`config.mk`:
```
export PLATFORM = sky130hd
export DESIGN_NAME = axi_read_bridge
export DESIGN_NICKNAME = d
export VERILOG_FILES = /design/src/axi_bus_pkg.sv /design/src/axi_map_pkg.sv /design/src/ar_decode.sv /design/src/axi_read_bridge.sv /design/src/default_slave.sv /design/src/r_channel.sv
export SDC_FILE = /design/constraint.sdc
export NUM_CORES = 1
export LEC_CHECK = 0
export ABC_AREA = 1
export BUFFER_PORTS_ARGS = -buffer_cell sky130_fd_sc_hd__buf_2
export CAP_MARGIN = 30
export CORE_AREA = 4 4 132 134
export DETAILED_ROUTE_END_ITERATION = 10
export DIE_AREA = 0 0 136 138
export SKIP_CTS_REPAIR_TIMING = 1
export SLEW_MARGIN = 20
export SYNTH_ARGS = -nofsm -noshare
export SYNTH_HDL_FRONTEND = slang
export SYNTH_SLANG_ARGS = --single-unit
```
`constraint.sdc`:
```
create_clock -name ACLK -period 3.1 [get_ports ACLK]
set_input_delay 0.465 -clock ACLK [delete_from_list [all_inputs] [get_ports ACLK]]
set_output_delay 0.465 -clock ACLK [all_outputs]
set_load 0.1 [all_outputs]
```
`src/axi_bus_pkg.sv`:
```
`default_nettype none

package axi_bus_pkg;

	// ========================================
	// Bus widths
	// ========================================
	localparam int AXI_ADDR_BITS = 32;
	localparam int AXI_DATA_BITS = 32;
	localparam int AXI_ID_BITS   = 4;
	localparam int AXI_IDS_BITS  = 8;
	localparam int AXI_LEN_BITS  = 4;

	// Upper nibble of a slave ID names the issuing master
	localparam int TAG_BITS = AXI_IDS_BITS - AXI_ID_BITS;

	localparam logic [TAG_BITS-1:0] TAG_M0 = TAG_BITS'(1);
	localparam logic [TAG_BITS-1:0] TAG_M1 = TAG_BITS'(2);

	// ========================================
	// Response codes
	// ========================================
	typedef enum logic [1:0] {
		OKAY   = 2'b00,
		EXOKAY = 2'b01,
		SLVERR = 2'b10,
		DECERR = 2'b11
	} resp_e;

endpackage

`default_nettype wire

```
`src/axi_map_pkg.sv`:
```
`default_nettype none

package axi_map_pkg;

	// Fixed map, 64 KiB per external slave
	localparam logic [axi_bus_pkg::AXI_ADDR_BITS-1:0] S0_BASE = 32'h0000_0000;
	localparam logic [axi_bus_pkg::AXI_ADDR_BITS-1:0] S0_LAST = 32'h0000_FFFF;
	localparam logic [axi_bus_pkg::AXI_ADDR_BITS-1:0] S1_BASE = 32'h0001_0000;
	localparam logic [axi_bus_pkg::AXI_ADDR_BITS-1:0] S1_LAST = 32'h0001_FFFF;

	typedef enum logic [1:0] {
		SEL_S0,
		SEL_S1,
		SEL_SD
	} slave_sel_e;

	// Region hit when the offset from its base is within its size
	function automatic slave_sel_e decode_addr(
		input logic [axi_bus_pkg::AXI_ADDR_BITS-1:0] addr
	);
		if ((addr - S0_BASE) <= (S0_LAST - S0_BASE)) begin
			return SEL_S0;
		end
		if ((addr - S1_BASE) <= (S1_LAST - S1_BASE)) begin
			return SEL_S1;
		end
		return SEL_SD;
	endfunction

endpackage

`default_nettype wire

```
`src/ar_decode.sv`:
```
`default_nettype none

module ar_decode (
	input  wire                                  ACLK,
	input  wire                                  ARESETn,
	// Master 0
	input  wire  [axi_bus_pkg::AXI_ID_BITS-1:0]   arid_m0,
	input  wire  [axi_bus_pkg::AXI_ADDR_BITS-1:0] araddr_m0,
	input  wire  [axi_bus_pkg::AXI_LEN_BITS-1:0]  arlen_m0,
	input  wire                                  arvalid_m0,
	output logic                                 arready_m0,
	// Master 1
	input  wire  [axi_bus_pkg::AXI_ID_BITS-1:0]   arid_m1,
	input  wire  [axi_bus_pkg::AXI_ADDR_BITS-1:0] araddr_m1,
	input  wire  [axi_bus_pkg::AXI_LEN_BITS-1:0]  arlen_m1,
	input  wire                                  arvalid_m1,
	output logic                                 arready_m1,
	// Slave 0
	output logic [axi_bus_pkg::AXI_IDS_BITS-1:0]  arid_s0,
	output logic [axi_bus_pkg::AXI_ADDR_BITS-1:0] araddr_s0,
	output logic [axi_bus_pkg::AXI_LEN_BITS-1:0]  arlen_s0,
	output logic                                 arvalid_s0,
	input  wire                                  arready_s0,
	// Slave 1
	output logic [axi_bus_pkg::AXI_IDS_BITS-1:0]  arid_s1,
	output logic [axi_bus_pkg::AXI_ADDR_BITS-1:0] araddr_s1,
	output logic [axi_bus_pkg::AXI_LEN_BITS-1:0]  arlen_s1,
	output logic                                 arvalid_s1,
	input  wire                                  arready_s1,
	// Default slave
	output logic [axi_bus_pkg::AXI_IDS_BITS-1:0]  arid_sd,
	output logic [axi_bus_pkg::AXI_ADDR_BITS-1:0] araddr_sd,
	output logic [axi_bus_pkg::AXI_LEN_BITS-1:0]  arlen_sd,
	output logic                                 arvalid_sd,
	input  wire                                  arready_sd,
	// Last beat accepted by each master
	input  wire                                  done_m0,
	input  wire                                  done_m1
);

	import axi_bus_pkg::*;
	import axi_map_pkg::*;

	typedef enum logic {
		AR_IDLE,
		AR_ISSUE
	} ar_state_e;

	ar_state_e  state;
	slave_sel_e sel;
	logic       gnt_m1;
	logic       prio_m1;
	logic       busy_m0;
	logic       busy_m1;

	logic                     req_m0;
	logic                     req_m1;
	logic                     pick_m1;
	logic [AXI_ADDR_BITS-1:0] req_addr;
	logic [AXI_ID_BITS-1:0]   cur_id;
	logic [AXI_ADDR_BITS-1:0] cur_addr;
	logic [AXI_LEN_BITS-1:0]  cur_len;
	logic [TAG_BITS-1:0]      cur_tag;
	logic                     cur_valid;
	logic                     cur_ready;
	logic                     ar_hs;

	// ========================================
	// Arbitration
	// ========================================
	assign req_m0   = arvalid_m0 & ~busy_m0;
	assign req_m1   = arvalid_m1 & ~busy_m1;
	// M1 wins when alone, or on a tie when it holds priority
	assign pick_m1  = req_m1 & (~req_m0 | prio_m1);
	assign req_addr = pick_m1 ? araddr_m1 : araddr_m0;

	// Granted request presented straight from the master
	assign cur_id    = gnt_m1 ? arid_m1 : arid_m0;
	assign cur_addr  = gnt_m1 ? araddr_m1 : araddr_m0;
	assign cur_len   = gnt_m1 ? arlen_m1 : arlen_m0;
	assign cur_tag   = gnt_m1 ? TAG_M1 : TAG_M0;
	assign cur_valid = (state == AR_ISSUE) & (gnt_m1 ? arvalid_m1 : arvalid_m0);

	always_comb begin
		case (sel)
			SEL_S0:  cur_ready = arready_s0;
			SEL_S1:  cur_ready = arready_s1;
			default: cur_ready = arready_sd;
		endcase
	end

	assign ar_hs = cur_valid & cur_ready;

	// ========================================
	// Slave and master outputs
	// ========================================
	assign arid_s0    = {cur_tag, cur_id};
	assign arid_s1    = {cur_tag, cur_id};
	assign arid_sd    = {cur_tag, cur_id};
	assign araddr_s0  = cur_addr;
	assign araddr_s1  = cur_addr;
	assign araddr_sd  = cur_addr;
	assign arlen_s0   = cur_len;
	assign arlen_s1   = cur_len;
	assign arlen_sd   = cur_len;
	assign arvalid_s0 = cur_valid & (sel == SEL_S0);
	assign arvalid_s1 = cur_valid & (sel == SEL_S1);
	assign arvalid_sd = cur_valid & (sel == SEL_SD);

	assign arready_m0 = (state == AR_ISSUE) & ~gnt_m1 & cur_ready;
	assign arready_m1 = (state == AR_ISSUE) & gnt_m1 & cur_ready;

	// Grant FSM
	always_ff @(posedge ACLK) begin
		if (!ARESETn) begin
			state   <= AR_IDLE;
			sel     <= SEL_S0;
			gnt_m1  <= 1'b0;
			prio_m1 <= 1'b0;
		end else begin
			case (state)
				AR_IDLE: begin
					if (req_m0 | req_m1) begin
						state   <= AR_ISSUE;
						gnt_m1  <= pick_m1;
						prio_m1 <= ~pick_m1;
						sel     <= decode_addr(req_addr);
					end
				end
				default: begin
					if (ar_hs) begin
						state <= AR_IDLE;
					end
				end
			endcase
		end
	end

	// One read outstanding per master
	always_ff @(posedge ACLK) begin
		if (!ARESETn) begin
			busy_m0 <= 1'b0;
			busy_m1 <= 1'b0;
		end else begin
			if (done_m0) begin
				busy_m0 <= 1'b0;
			end
			if (done_m1) begin
				busy_m1 <= 1'b0;
			end
			// Only the granted master turns busy
			if (ar_hs) begin
				if (gnt_m1) begin
					busy_m1 <= 1'b1;
				end else begin
					busy_m0 <= 1'b1;
				end
			end
		end
	end

endmodule

`default_nettype wire

```
`src/axi_read_bridge.sv`:
```
`default_nettype none

module axi_read_bridge #(
	parameter int DATA_W = axi_bus_pkg::AXI_DATA_BITS
) (
	input  wire                                  ACLK,
	input  wire                                  ARESETn,
	// Master 0
	input  wire  [axi_bus_pkg::AXI_ID_BITS-1:0]   arid_m0,
	input  wire  [axi_bus_pkg::AXI_ADDR_BITS-1:0] araddr_m0,
	input  wire  [axi_bus_pkg::AXI_LEN_BITS-1:0]  arlen_m0,
	input  wire                                  arvalid_m0,
	output logic                                 arready_m0,
	output logic [axi_bus_pkg::AXI_ID_BITS-1:0]   rid_m0,
	output logic [DATA_W-1:0]                    rdata_m0,
	output logic [1:0]                           rresp_m0,
	output logic                                 rlast_m0,
	output logic                                 rvalid_m0,
	input  wire                                  rready_m0,
	// Master 1
	input  wire  [axi_bus_pkg::AXI_ID_BITS-1:0]   arid_m1,
	input  wire  [axi_bus_pkg::AXI_ADDR_BITS-1:0] araddr_m1,
	input  wire  [axi_bus_pkg::AXI_LEN_BITS-1:0]  arlen_m1,
	input  wire                                  arvalid_m1,
	output logic                                 arready_m1,
	output logic [axi_bus_pkg::AXI_ID_BITS-1:0]   rid_m1,
	output logic [DATA_W-1:0]                    rdata_m1,
	output logic [1:0]                           rresp_m1,
	output logic                                 rlast_m1,
	output logic                                 rvalid_m1,
	input  wire                                  rready_m1,
	// Slave 0
	output logic [axi_bus_pkg::AXI_IDS_BITS-1:0]  arid_s0,
	output logic [axi_bus_pkg::AXI_ADDR_BITS-1:0] araddr_s0,
	output logic [axi_bus_pkg::AXI_LEN_BITS-1:0]  arlen_s0,
	output logic                                 arvalid_s0,
	input  wire                                  arready_s0,
	input  wire  [axi_bus_pkg::AXI_IDS_BITS-1:0]  rid_s0,
	input  wire  [DATA_W-1:0]                    rdata_s0,
	input  wire  [1:0]                           rresp_s0,
	input  wire                                  rlast_s0,
	input  wire                                  rvalid_s0,
	output logic                                 rready_s0,
	// Slave 1
	output logic [axi_bus_pkg::AXI_IDS_BITS-1:0]  arid_s1,
	output logic [axi_bus_pkg::AXI_ADDR_BITS-1:0] araddr_s1,
	output logic [axi_bus_pkg::AXI_LEN_BITS-1:0]  arlen_s1,
	output logic                                 arvalid_s1,
	input  wire                                  arready_s1,
	input  wire  [axi_bus_pkg::AXI_IDS_BITS-1:0]  rid_s1,
	input  wire  [DATA_W-1:0]                    rdata_s1,
	input  wire  [1:0]                           rresp_s1,
	input  wire                                  rlast_s1,
	input  wire                                  rvalid_s1,
	output logic                                 rready_s1
);

	import axi_bus_pkg::*;

	// ========================================
	// Default slave port and completion pulses
	// ========================================
	logic [AXI_IDS_BITS-1:0]  arid_sd;
	logic [AXI_ADDR_BITS-1:0] araddr_sd;
	logic [AXI_LEN_BITS-1:0]  arlen_sd;
	logic                     arvalid_sd;
	logic                     arready_sd;
	logic [AXI_IDS_BITS-1:0]  rid_sd;
	logic [DATA_W-1:0]        rdata_sd;
	logic [1:0]               rresp_sd;
	logic                     rlast_sd;
	logic                     rvalid_sd;
	logic                     rready_sd;
	logic                     done_m0;
	logic                     done_m1;

	// Port names line up with the nets here
	ar_decode u_ar_decode (.*);

	r_channel #(
		.DATA_W(DATA_W)
	) u_r_channel (.*);

	default_slave #(
		.DATA_W(DATA_W)
	) u_default_slave (
		.ACLK    (ACLK),
		.ARESETn (ARESETn),
		.arid    (arid_sd),
		.araddr  (araddr_sd),
		.arlen   (arlen_sd),
		.arvalid (arvalid_sd),
		.arready (arready_sd),
		.rid     (rid_sd),
		.rdata   (rdata_sd),
		.rresp   (rresp_sd),
		.rlast   (rlast_sd),
		.rvalid  (rvalid_sd),
		.rready  (rready_sd)
	);

endmodule

`default_nettype wire

```
`src/default_slave.sv`:
```
`default_nettype none

module default_slave #(
	parameter int DATA_W = axi_bus_pkg::AXI_DATA_BITS
) (
	input  wire                                  ACLK,
	input  wire                                  ARESETn,
	input  wire  [axi_bus_pkg::AXI_IDS_BITS-1:0]  arid,
	input  wire  [axi_bus_pkg::AXI_ADDR_BITS-1:0] araddr,
	input  wire  [axi_bus_pkg::AXI_LEN_BITS-1:0]  arlen,
	input  wire                                  arvalid,
	output logic                                 arready,
	output logic [axi_bus_pkg::AXI_IDS_BITS-1:0]  rid,
	output logic [DATA_W-1:0]                    rdata,
	output logic [1:0]                           rresp,
	output logic                                 rlast,
	output logic                                 rvalid,
	input  wire                                  rready
);

	import axi_bus_pkg::*;

	typedef enum logic {
		DS_IDLE,
		DS_RESP
	} ds_state_e;

	ds_state_e               state;
	logic [AXI_LEN_BITS-1:0] cnt;
	logic [AXI_LEN_BITS-1:0] len_q;
	logic [AXI_IDS_BITS-1:0] id_q;

	// Address content is irrelevant, every beat is a decode error
	assign arready = (state == DS_IDLE);
	assign rvalid  = (state == DS_RESP);
	assign rid     = id_q;
	assign rdata   = '0;
	assign rresp   = DECERR;
	assign rlast   = (state == DS_RESP) & (cnt == len_q);

	always_ff @(posedge ACLK) begin
		if (!ARESETn) begin
			state <= DS_IDLE;
			cnt   <= '0;
		end else if (state == DS_IDLE) begin
			if (arvalid) begin
				state <= DS_RESP;
				cnt   <= '0;
			end
		end else if (rready) begin
			// One beat per handshake, back to idle after the last
			if (cnt == len_q) begin
				state <= DS_IDLE;
			end
			cnt <= cnt + 1'b1;
		end
	end

	// Request fields captured on acceptance
	always_ff @(posedge ACLK) begin
		if (arvalid && arready) begin
			id_q  <= arid;
			len_q <= arlen;
		end
	end

endmodule

`default_nettype wire

```
`src/r_channel.sv`:
```
`default_nettype none

module r_channel #(
	parameter int DATA_W = axi_bus_pkg::AXI_DATA_BITS
) (
	input  wire                                  ACLK,
	input  wire                                  ARESETn,
	// Slave 0
	input  wire  [axi_bus_pkg::AXI_IDS_BITS-1:0]  rid_s0,
	input  wire  [DATA_W-1:0]                    rdata_s0,
	input  wire  [1:0]                           rresp_s0,
	input  wire                                  rlast_s0,
	input  wire                                  rvalid_s0,
	output logic                                 rready_s0,
	// Slave 1
	input  wire  [axi_bus_pkg::AXI_IDS_BITS-1:0]  rid_s1,
	input  wire  [DATA_W-1:0]                    rdata_s1,
	input  wire  [1:0]                           rresp_s1,
	input  wire                                  rlast_s1,
	input  wire                                  rvalid_s1,
	output logic                                 rready_s1,
	// Default slave
	input  wire  [axi_bus_pkg::AXI_IDS_BITS-1:0]  rid_sd,
	input  wire  [DATA_W-1:0]                    rdata_sd,
	input  wire  [1:0]                           rresp_sd,
	input  wire                                  rlast_sd,
	input  wire                                  rvalid_sd,
	output logic                                 rready_sd,
	// Master 0
	output logic [axi_bus_pkg::AXI_ID_BITS-1:0]   rid_m0,
	output logic [DATA_W-1:0]                    rdata_m0,
	output logic [1:0]                           rresp_m0,
	output logic                                 rlast_m0,
	output logic                                 rvalid_m0,
	input  wire                                  rready_m0,
	// Master 1
	output logic [axi_bus_pkg::AXI_ID_BITS-1:0]   rid_m1,
	output logic [DATA_W-1:0]                    rdata_m1,
	output logic [1:0]                           rresp_m1,
	output logic                                 rlast_m1,
	output logic                                 rvalid_m1,
	input  wire                                  rready_m1,
	output logic                                 done_m0,
	output logic                                 done_m1
);

	import axi_bus_pkg::*;

	typedef enum logic {
		LK_FREE,
		LK_HELD
	} lock_e;

	lock_e      lock;
	logic [1:0] lock_idx;
	logic [1:0] last_idx;

	// Slave index 0 = S0, 1 = S1, 2 = default slave
	logic [2:0]              vld;
	logic [2:0]              last_a;
	logic [AXI_IDS_BITS-1:0] id_a   [3];
	logic [DATA_W-1:0]       data_a [3];
	logic [1:0]              resp_a [3];

	logic [1:0]              pick;
	logic                    found;
	logic [1:0]              cur;
	logic                    s_valid;
	logic [AXI_IDS_BITS-1:0] s_id;
	logic                    to_m0;
	logic                    to_m1;
	logic                    fwd_ready;
	logic                    hs;

	function automatic logic [1:0] next_idx(input logic [1:0] idx);
		return (idx == 2'd2) ? 2'd0 : idx + 2'd1;
	endfunction

	assign vld    = {rvalid_sd, rvalid_s1, rvalid_s0};
	assign last_a = {rlast_sd, rlast_s1, rlast_s0};
	assign id_a   = '{rid_s0, rid_s1, rid_sd};
	assign data_a = '{rdata_s0, rdata_s1, rdata_sd};
	assign resp_a = '{rresp_s0, rresp_s1, rresp_sd};

	// ========================================
	// Rotating pick, search starts after last served
	// ========================================
	always_comb begin
		logic [1:0] cand;
		cand  = last_idx;
		pick  = last_idx;
		found = 1'b0;
		for (int k = 0; k < 3; k++) begin
			cand = next_idx(cand);
			if (!found && vld[cand]) begin
				pick  = cand;
				found = 1'b1;
			end
		end
	end

	// Locked slave keeps the path even across gaps in its burst
	assign cur     = (lock == LK_HELD) ? lock_idx : pick;
	assign s_valid = ((lock == LK_HELD) | found) & vld[cur];
	assign s_id    = id_a[cur];
	assign to_m0   = s_id[AXI_IDS_BITS-1:AXI_ID_BITS] == TAG_M0;
	assign to_m1   = s_id[AXI_IDS_BITS-1:AXI_ID_BITS] == TAG_M1;

	// Tag stripped, payload shared, valid only toward the tagged master
	assign rid_m0    = s_id[AXI_ID_BITS-1:0];
	assign rid_m1    = s_id[AXI_ID_BITS-1:0];
	assign rdata_m0  = data_a[cur];
	assign rdata_m1  = data_a[cur];
	assign rresp_m0  = resp_a[cur];
	assign rresp_m1  = resp_a[cur];
	assign rlast_m0  = last_a[cur];
	assign rlast_m1  = last_a[cur];
	assign rvalid_m0 = s_valid & to_m0;
	assign rvalid_m1 = s_valid & to_m1;

	assign fwd_ready = s_valid & ((to_m0 & rready_m0) | (to_m1 & rready_m1));
	assign rready_s0 = fwd_ready & (cur == 2'd0);
	assign rready_s1 = fwd_ready & (cur == 2'd1);
	assign rready_sd = fwd_ready & (cur == 2'd2);

	assign hs      = fwd_ready;
	assign done_m0 = hs & last_a[cur] & to_m0;
	assign done_m1 = hs & last_a[cur] & to_m1;

	// Burst lock
	always_ff @(posedge ACLK) begin
		if (!ARESETn) begin
			lock     <= LK_FREE;
			lock_idx <= 2'd0;
			last_idx <= 2'd2;
		end else if (hs && last_a[cur]) begin
			lock     <= LK_FREE;
			last_idx <= cur;
		end else if (lock == LK_FREE && s_valid) begin
			lock     <= LK_HELD;
			lock_idx <= cur;
		end
	end

endmodule

`default_nettype wire

```
==> results of run 1 <==
logic make-up (layout without fill, tap and decap cells):
family	count (synthesis)	in the layout	share of synthesized area
xor+xnor	6	6	0.0155
fa+ha+maj	1	1	0.00370
simple gates	241	241	0.327
other cells	1	6	0.00111
buf+inv	160	423	0.277
flops	27	27	0.189
compound gates	91	91	0.185
layer usage:
layer,global-route usage,routed length [um]
met1,0.139,5000
met2,0.326,8990
met3,0.0247,1450
met4,0.0398,251
met5,0,0
state kept, by name (all words and copies together), names as in the netlist:
signal,cells
u_ar_decode.busy_m1,1
u_ar_decode.busy_m0,1
u_ar_decode.gnt_m1,1
u_r_channel.last_idx,2
u_r_channel.lock,1
u_default_slave.rid,6
u_ar_decode.state,1
u_default_slave.cnt,4
u_default_slave.rvalid,1
u_ar_decode.prio_m1,1
u_ar_decode.sel,2
u_default_slave.len_q,4
u_r_channel.lock_idx,2
worst max-delay path, cell delays in order (launching register included):
cell     delay, ps
dfxtp_4        380
inv_4          110
nor2_4          40
inv_2           50
nand3_2        110
nand2_1        100
inv_1           40
o21ai_1         70
nand2_1         80
nand2_2        120
nand2_4         90
buf_4          170
nand3_2         90
nand2_4         80
nor2_2         120
nand3_2         90
nand2_4         80
nand2_2         70
nor2_2         140
buf_12         190
worst min-delay path by stage:
stage	end	cells after the start	startpoint	slack, ps
floorplan	u_ar_decode.busy_m0	2	u_ar_decode.busy_m0	440
global placement	u_r_channel.lock_idx[1]	2	u_r_channel.lock_idx[1]	450
detailed placement	u_r_channel.lock_idx[0]	2	u_r_channel.lock_idx[0]	460
CTS	u_r_channel.last_idx[1]	2	ARESETn	460
global route	u_r_channel.last_idx[1]	2	ARESETn	470
finish	u_r_channel.last_idx[1]	2	ARESETn	470
cells in the mapped netlist (6+ instances only):
library cell / n
nand2_2: 7
inv_2: 8
clkbuf_1: 15
buf_4: 86
edfxtp_1: 10
nor4_1: 6
nand3_2: 6
a21oi_1: 14
inv_1: 46
o21ai_0: 28
nor3_1: 8
dfxtp_1: 17
nor2_1: 19
nand4_1: 9
nand2_1: 154
a22o_1: 32
nand3_1: 18
stage by stage:
stage	hold slack [ps]	utilization	TNS, ps	std cells	power (mW)
after floorplan	438	-	-13950	530	3.81
after global placement	452	0.390	0	1003	5.01
after detailed placement	455	0.390	0	1003	5.02
after CTS	464	0.395	-64.3	1007	5.34
after global routing	468	0.403	-80.1	1014	5.51
final	466	0.403	0	1015	5.36
layout make-up:
| cell class | count | area (um^2) | area share |
|---|---|---|---|
| Multi-Input combinational cell | 343 | 2180 | 0.332 |
| Antenna cell | 2 | 5.00 | 0.000763 |
| Clock inverter | 1 | 8.76 | 0.00133 |
| Timing Repair Buffer | 365 | 3170 | 0.483 |
| Clock buffer | 3 | 75.1 | 0.0114 |
| Tap cell | 220 | 275 | 0.0419 |
| Sequential cell | 27 | 649 | 0.0990 |
| Inverter | 54 | 205 | 0.0313 |
power by group through the flow:
stage / Sequential (mW) / Clock, mW / Combinational, mW
after floorplan: 0.407 / 0 / 3.40
after global placement: 0.416 / 0 / 4.60
after detailed placement: 0.416 / 0 / 4.60
after CTS: 0.408 / 0.326 / 4.61
after global routing: 0.411 / 0.334 / 4.76
final: 0.407 / 0.314 / 4.63
==> out/results.ini, run 1 <==
[power]
irDropWorstVdd_mv=0.373
seqPwrFrac=0.076
power-per-cell-area_mw_per_mm2=816
p_comb_frac=0.865
pwr-share-clk=0.059
intPower_mw=1.88
leakage_nw=3.37
p_switching_mw=3.47
swShare=0.648

[synth]
avgSynthCellArea_um2=6.42
ys_types=41
ys_top_cells_by_area=buf_4 (19%), nand2_1 (17%), dfxtp_1 (10%), edfxtp_1 (8.9%), a22o_1 (8.3%)
synthArstFlopShare=0
synth_top_flop_cell=dfxtp_1
synth_edf_count=10
yosys_warnings=0
seq_area_frac_synth=0.189
ys_ff_latch=27
synth_top_cell_area_share=0.191
synth_top_cell_by_area=buf_4
netlist_area_mm2=0.00338
synthCells=527

[global_routing]
grt_pass1_wl_um=22400
grt_use_total=0.151
grt_pass1_vias=4137
grt_max_degree=38
gr-total-overflow=0
antenna_found_initial=5

[sta]
tightest_slew_ps=546
setup_viol=0
period_share=0.953
maxSlewViolCount=0
rsz0062_at_grt=true
fmax_ghz=0.339
relSlewSlack=0.634
final_hold_viol_count=0
layout_setup_ws_ps=146
fin_skew_ps=5.07
min_period_ps=2950

[setup_path]
crit_required_ps=2630
start_kind=flip-flop
cp_max_fo=7
critical_path_arrival_ps=2490
endpoint_kind=primary output
startpoint=u_r_channel.last_idx[1]
worstReg2RegEnd=u_r_channel.lock_idx[1]
worst-setup-path-type=flip-flop to primary output
reg2regPathDepth=21
reg2reg_from=u_r_channel.last_idx[1]
endpoint=rready_s0
ff2ff_setup_slack_ps=660

[clocking]
cts_buffer_depth=2
path_clk_slew_ps=70
worstSkewPairLatency_ps=270
cts_sinks=27
clockRootBuffer=clkbuf_16
cts_max_level=1
cts_tree=built
numCtsBuffers=3

[placed_design]
place_congestion=0.889
io_buffers=345
hpwlAfterDp_um=13800
placed_cell_area_mm2=0.00635
pre_cts_slack_ps=159

[routing]
viasPerCell=4.29
drc=0
drtIter0Drc=122
wire_per_inst_um=15.5
vias=4356
dr.pass1.iters=4
antenna_left=0
wl_um=15700

[floorplan]
rows=47
start_util=0.208
die_h_um=138
floorplan.io_pins=350
placeableCoreArea_mm2=0.0163
dieArea_mm2=0.0188
die_w_um=136

[final_layout]
drive_gt1_frac=0.581
layout_common_cells=buf_2 (261), nand2_1 (146), buf_12 (86)
syn2layout_area_growth_pct=94.0
final_common_cell=buf_2
nFillCells=1610
final_area_mm2=0.00656
nNetsFinal=971

[hold_path]
hold_class=input pin to flip-flop

[run]
maxCapViolations=0

[run_status]
status=finished clean

No activity file was read; power rests on OpenSTA's default activity.
==> run 2: changes to the inputs <==
CORE_AREA = 4 4 134 136   (was 4 4 132 134)
DIE_AREA = 0 0 138 140   (was 0 0 136 138)
clock period = 2.6 ns   (was 3.1 ns; I/O delays follow)
==> out/results.ini, run 2 (same netlist as run 1, synthesis figures left out) <==
[global_routing]
grt_max_degree=60  ; was 38
antenna_found_initial=2  ; was 5
grt_pass1_wl_um=24000  ; was 22400 um
grt_use_total=0.152  ; was 0.151
gr-total-overflow=0  ; unchanged
grt_pass1_vias=4540  ; was 4137

[routing]
wl_um=16200  ; was 15700 um
drc=0  ; unchanged
top_layer=met4  ; unchanged
vias=4505  ; was 4356
antenna_left=0  ; unchanged
routed-wl-met2_um=9370  ; was 8990 um
met3_length_um=1060  ; was 1450 um
drtIter0Drc=143  ; was 122
wire_per_inst_um=15.4  ; was 15.5 um
viasPerCell=4.29  ; about the same
met1Wirelength_um=5560  ; was 5000 um
dr.pass1.iters=4  ; unchanged

[setup_path]
ff2ff_setup_slack_ps=90  ; was 660 ps
cp_slowest_cell=dfxtp_4  ; unchanged
crit_required_ps=2210  ; was 2630 ps
cpPeakStageDelay_ps=410  ; was 380 ps
worst-setup-path-type=flip-flop to primary output  ; unchanged
critical_path_arrival_ps=2490  ; about the same
endpoint_kind=primary output  ; unchanged
worstPathCellList=nor2_4 > nand2_1 > nand2_1 > nor2_2 > nand3_1 > nor2_1 > nor2_1 > nand2_2 > nand2_4 > buf_6 > nand2_4 > o21ai_4 > a21oi_4 > inv_2 > nor4_4 > buf_12  ; was inv_4 > nor2_4 > inv_2 > nand3_2 > nand2_1 > inv_1 > o21ai_1 > nand2_1 > nand2_2 > nand2_4 > buf_4 > nand3_2 > nand2_4 > nor2_2 > nand3_2 > nand2_4 > nand2_2 > nor2_2 > buf_12
cp_max_fo=8  ; was 7
reg2regPathDepth=20  ; was 21
start_kind=flip-flop  ; unchanged

[run_status]
status=finished with violations  ; was finished clean
violations=negative setup slack

[final_layout]
final_common_cell=buf_2  ; unchanged
layout_common_cells=buf_2 (208), buf_12 (141), nand2_1 (135)  ; was buf_2 (261), nand2_1 (146), buf_12 (86)
regArea_um2=651  ; was 649 um^2
syn2layout_area_growth_pct=132  ; was 94.0%
layoutNonFillerInstCount=1049  ; was 1015
nNetsFinal=1000  ; was 971
largest_reg_flops=6  ; unchanged
multiInputGateArea_mm2=0.00237  ; was 0.00218 mm^2
nFillCells=1582  ; was 1610
drive_gt1_frac=0.627  ; was 0.581

[placed_design]
io_buffers=345  ; unchanged
hpwlAfterDp_um=14100  ; was 13800 um
post-place-cells=1031  ; was 1003
place_congestion=0.861  ; was 0.889

[sta]
tightest_slew_ps=572  ; was 546 ps
layout_setup_ws_ps=-283  ; was 146 ps
period_share=1.11
fin_skew_ps=3.18  ; was 5.07 ps
setup_viol=82  ; was 0
maxSlewViolCount=0  ; unchanged
final_hold_viol_count=0  ; unchanged
fmax_ghz=0.347
whs_ps=396  ; was 466 ps
final.setup.tns_ps=-14180  ; was 0 ps
relSlewSlack=0.617  ; was 0.634
min_period_ps=2880
rsz0062_at_grt=true  ; unchanged

[floorplan]
rows=48  ; was 47
dieArea_mm2=0.0193  ; was 0.0188 mm^2
start_util=0.200  ; was 0.208
die_h_um=140  ; was 138 um
floorplan.io_pins=350  ; unchanged
placeableCoreArea_mm2=0.0169  ; was 0.0163 mm^2
die_w_um=138  ; was 136 um

[hold_path]
worstHoldPathCells=2  ; unchanged
hold_class=input pin to flip-flop  ; unchanged

[clocking]
cts_buffer_depth=2  ; unchanged
cts_sinks=27  ; unchanged
numCtsBuffers=3  ; unchanged
clockRootBuffer=clkbuf_16  ; unchanged
cts_tree=built  ; unchanged
worstSkewPairLatency_ps=260  ; was 270 ps
path_clk_slew_ps=70  ; about the same
cts_max_level=1  ; unchanged

[power]
power-per-cell-area_mw_per_mm2=887  ; was 816 mW/mm^2
leakage_nw=3.86  ; was 3.37 nW
irDropWorstVdd_mv=0.457  ; was 0.373 mV
report.power.total_mw=6.96  ; was 5.36 mW

[run]
maxCapViolations=0  ; unchanged

==> run 2: worst max-delay path, delay by kind of cell, from the launching register on <==
family	cells	cell delay, ps
simple gates	11	1170
flops	1	410
buf+inv	3	460
compound gates	2	190
==> run 2: layer usage <==
| metal | vias to the layer above | GRT usage |
|---|---|---|
| li1 | 2243 | - |
| met1 | 2022 | 0.156 |
| met2 | 232 | 0.312 |
| met3 | 8 | 0.0287 |
| met4 | 0 | 0.0338 |
| met5 | - | 0 |
==> run 2: area by class of cell <==
cell class                      instances  share of cell area
Timing Repair Buffer                  394               0.540
Multi-Input combinational cell        343               0.303
Sequential cell                        27              0.0830
Tap cell                              225              0.0359
Inverter                               54              0.0274
Clock buffer                            3             0.00958
Clock inverter                          1             0.00112
Antenna cell                            2            0.000638
==> run 2: path summary, 6_finish.rpt <==
path,start,endpoint
max reg2reg,u_r_channel.last_idx[1],u_r_channel.lock_idx[0]
min,ARESETn,u_r_channel.last_idx[1]
min reg2reg,u_r_channel.lock_idx[1],u_r_channel.lock_idx[1]
max,u_r_channel.last_idx[0],rvalid_m1
==> run 2: per-stage QoR <==
step | utilization | instance area [um^2] | setup WS, ps
after floorplan | - | 4090 | -468
after global placement | 0.440 | 7460 | -79.7
after detailed placement | 0.440 | 7460 | -109
after CTS | 0.445 | 7540 | -296
after global routing | 0.463 | 7840 | -444
final | 0.463 | 7840 | -283
==> run 2: power by group <==
| group | internal, mW | switching [mW] |
|---|---|---|
| logic | 2.01 | 4.09 |
| clock network | 0.213 | 0.158 |
| registers | 0.462 | 0.0201 |
==> run 3: changes to the inputs <==
SKIP_CTS_REPAIR_TIMING = default   (was 1)
==> out/results.ini, run 3 (same netlist as run 1, synthesis figures left out) <==
[sta]
layout_setup_ws_ps=-275  ; was -283 ps
whs_ps=401  ; was 396 ps
min_period_ps=2870  ; was 2880 ps
relSlewSlack=0.617  ; about the same
setup_viol=82  ; unchanged
final.setup.tns_ps=-13170  ; was -14180 ps
period_share=1.11  ; about the same
fmax_ghz=0.348  ; was 0.347 GHz
rsz0062_at_grt=true  ; unchanged
fin_skew_ps=3.81  ; was 3.18 ps
final_hold_viol_count=0  ; unchanged
maxSlewViolCount=0  ; unchanged
tightest_slew_ps=572  ; about the same

[setup_path]
cpPeakStageDelay_ps=380  ; was 410 ps
cp_max_fo=7  ; was 8
cp_top_family=simple AND/OR/NAND/NOR gates  ; unchanged
crit_required_ps=2210  ; about the same
cp_slowest_cell=dfxtp_4  ; unchanged
start_kind=flip-flop  ; unchanged
critical_path_arrival_ps=2480  ; was 2490 ps
worst-setup-path-type=flip-flop to primary output  ; unchanged
cp.buffers_inverters=4  ; was 3
endpoint_kind=primary output  ; unchanged
worstPathCellList=nor2_4 > nand2_2 > nand3_4 > nand3_2 > nor2_1 > nor2_1 > nand2_2 > nand2_4 > buf_6 > nand2_4 > o21ai_4 > a21oi_4 > inv_2 > buf_6 > nor3_4 > buf_12  ; was nor2_4 > nand2_1 > nand2_1 > nor2_2 > nand3_1 > nor2_1 > nor2_1 > nand2_2 > nand2_4 > buf_6 > nand2_4 > o21ai_4 > a21oi_4 > inv_2 > nor4_4 > buf_12

[global_routing]
grt_pass1_wl_um=24700  ; was 24000 um
gr-usage-met1=0.159  ; was 0.156
busiest_layer=met2  ; unchanged
antenna_found_initial=2  ; unchanged
grt_max_degree=60  ; unchanged
use_met3=0.0287  ; unchanged
grt_use_total=0.155  ; was 0.152
met2_usage=0.320  ; was 0.312
gr-total-overflow=0  ; unchanged
grt_pass1_vias=4684  ; was 4540

[floorplan]
placeableCoreArea_mm2=0.0169  ; unchanged
floorplan.io_pins=350  ; unchanged
die_w_um=138  ; unchanged
die_h_um=140  ; unchanged
rows=48  ; unchanged
dieArea_mm2=0.0193  ; unchanged
start_util=0.200  ; unchanged

[routing]
vias=4559  ; was 4505
antenna_left=0  ; unchanged
wire_per_inst_um=15.4  ; about the same
wl_um=16300  ; was 16200 um
drc=0  ; unchanged
drtIter0Drc=127  ; was 143
dr.pass1.iters=4  ; unchanged
viasPerCell=4.32  ; was 4.29

[clocking]
worstSkewPairLatency_ps=260  ; about the same
path_clk_slew_ps=70  ; about the same
cts_sinks=27  ; unchanged
cts_tree=built  ; unchanged
numCtsBuffers=3  ; unchanged
cts_max_level=1  ; unchanged
clockRootBuffer=clkbuf_16  ; unchanged
cts_buffer_depth=2  ; unchanged

[power]
power-per-cell-area_mw_per_mm2=882  ; was 887 mW/mm^2
irDropWorstVdd_mv=0.463  ; was 0.457 mV
leakage_nw=3.93  ; was 3.86 nW
report.power.total_mw=7.01  ; was 6.96 mW

[placed_design]
place_congestion=0.861  ; unchanged
hpwlAfterDp_um=14100  ; unchanged
io_buffers=345  ; unchanged
post-place-cells=1031  ; unchanged

[final_layout]
fin_util=0.469  ; was 0.463
nNetsFinal=1006  ; was 1000
multiInputGateArea_mm2=0.00244  ; was 0.00237 mm^2
regArea_um2=651  ; unchanged
nFillCells=1568  ; was 1582
drive_gt1_frac=0.641  ; was 0.627
layout_common_cells=buf_2 (208), buf_12 (141), nand2_1 (130)  ; was buf_2 (208), buf_12 (141), nand2_1 (135)
final_common_cell=buf_2  ; unchanged
largest_reg_flops=6  ; unchanged
syn2layout_area_growth_pct=135  ; was 132%
layoutNonFillerInstCount=1055  ; was 1049

[hold_path]
hold_class=input pin to flip-flop  ; unchanged

[run_status]
violations=negative setup slack  ; unchanged
status=finished with violations  ; unchanged

[run]
maxCapViolations=0  ; unchanged

-- run 3: area by class of cell --
cell class / instances / area share
antenna: 2 / 0.000630
timing repair buffer: 400 / 0.538
tap: 225 / 0.0354
inverter: 54 / 0.0268
clock inverter: 1 / 0.00110
multi-input combinational: 343 / 0.307
clock buffer: 3 / 0.00945
sequential: 27 / 0.0819
-- run 3: path summary, 6_finish.rpt --
kind                                  end  slack (ps)                    start  depth (start not counted)
setup reg to reg  u_r_channel.lock_idx[0]          30  u_r_channel.last_idx[0]                         21
setup / recovery                rvalid_m0        -270  u_r_channel.last_idx[0]                         16
hold / removal    u_r_channel.last_idx[1]         400                  ARESETn                          2
hold reg to reg       u_ar_decode.busy_m0         480      u_ar_decode.busy_m0                          2
-- run 3: layer usage --
metal / part of all wire / up-vias
li1: - / 2252
met1: 0.34 / 2062
met2: 0.57 / 235
met3: 0.067 / 10
met4: 0.015 / 0
met5: 0 / -
-- run 3: worst reg2reg max path: stages, from the launching register on --
cell and delay (ps):
dfxtp_4 380, nor2_4 160, nand2_2 70, nand2_2 90
nor2_4 50, nand3_2 70, nor2_1 40, nor2_1 110
nand2_2 110, nand2_4 110, buf_6 140, buf_4 110
inv_2 60, nor2_8 190, nand3_4 110, nand2_4 120
buf_4 130, buf_4 110, nand3_4 100, nand2_2 90
nand2_1 60, a21oi_2 110
-- run 3: timing repair --
action                     CTS  global route
pin swaps                   16            26
setup buffers               17             3
setup endpoints to repair   82            94
hold buffers                 0             0
gates resized for setup     39            29
-- run 3: per-stage QoR --
stage,setup slack [ps],instance area [um^2]
6_report,-275,7950
5_1_grt,-411,7950
4_1_cts,-231,7830
3_5_place_dp,-109,7460
3_3_place_gp,-79.7,7460
2_1_floorplan,-468,4090
-- run 3: power by group --
group / internal, mW / switching (mW)
registers: 0.462 / 0.0206
clock network: 0.213 / 0.156
logic: 2.04 / 4.12
total: 2.72 / 4.30
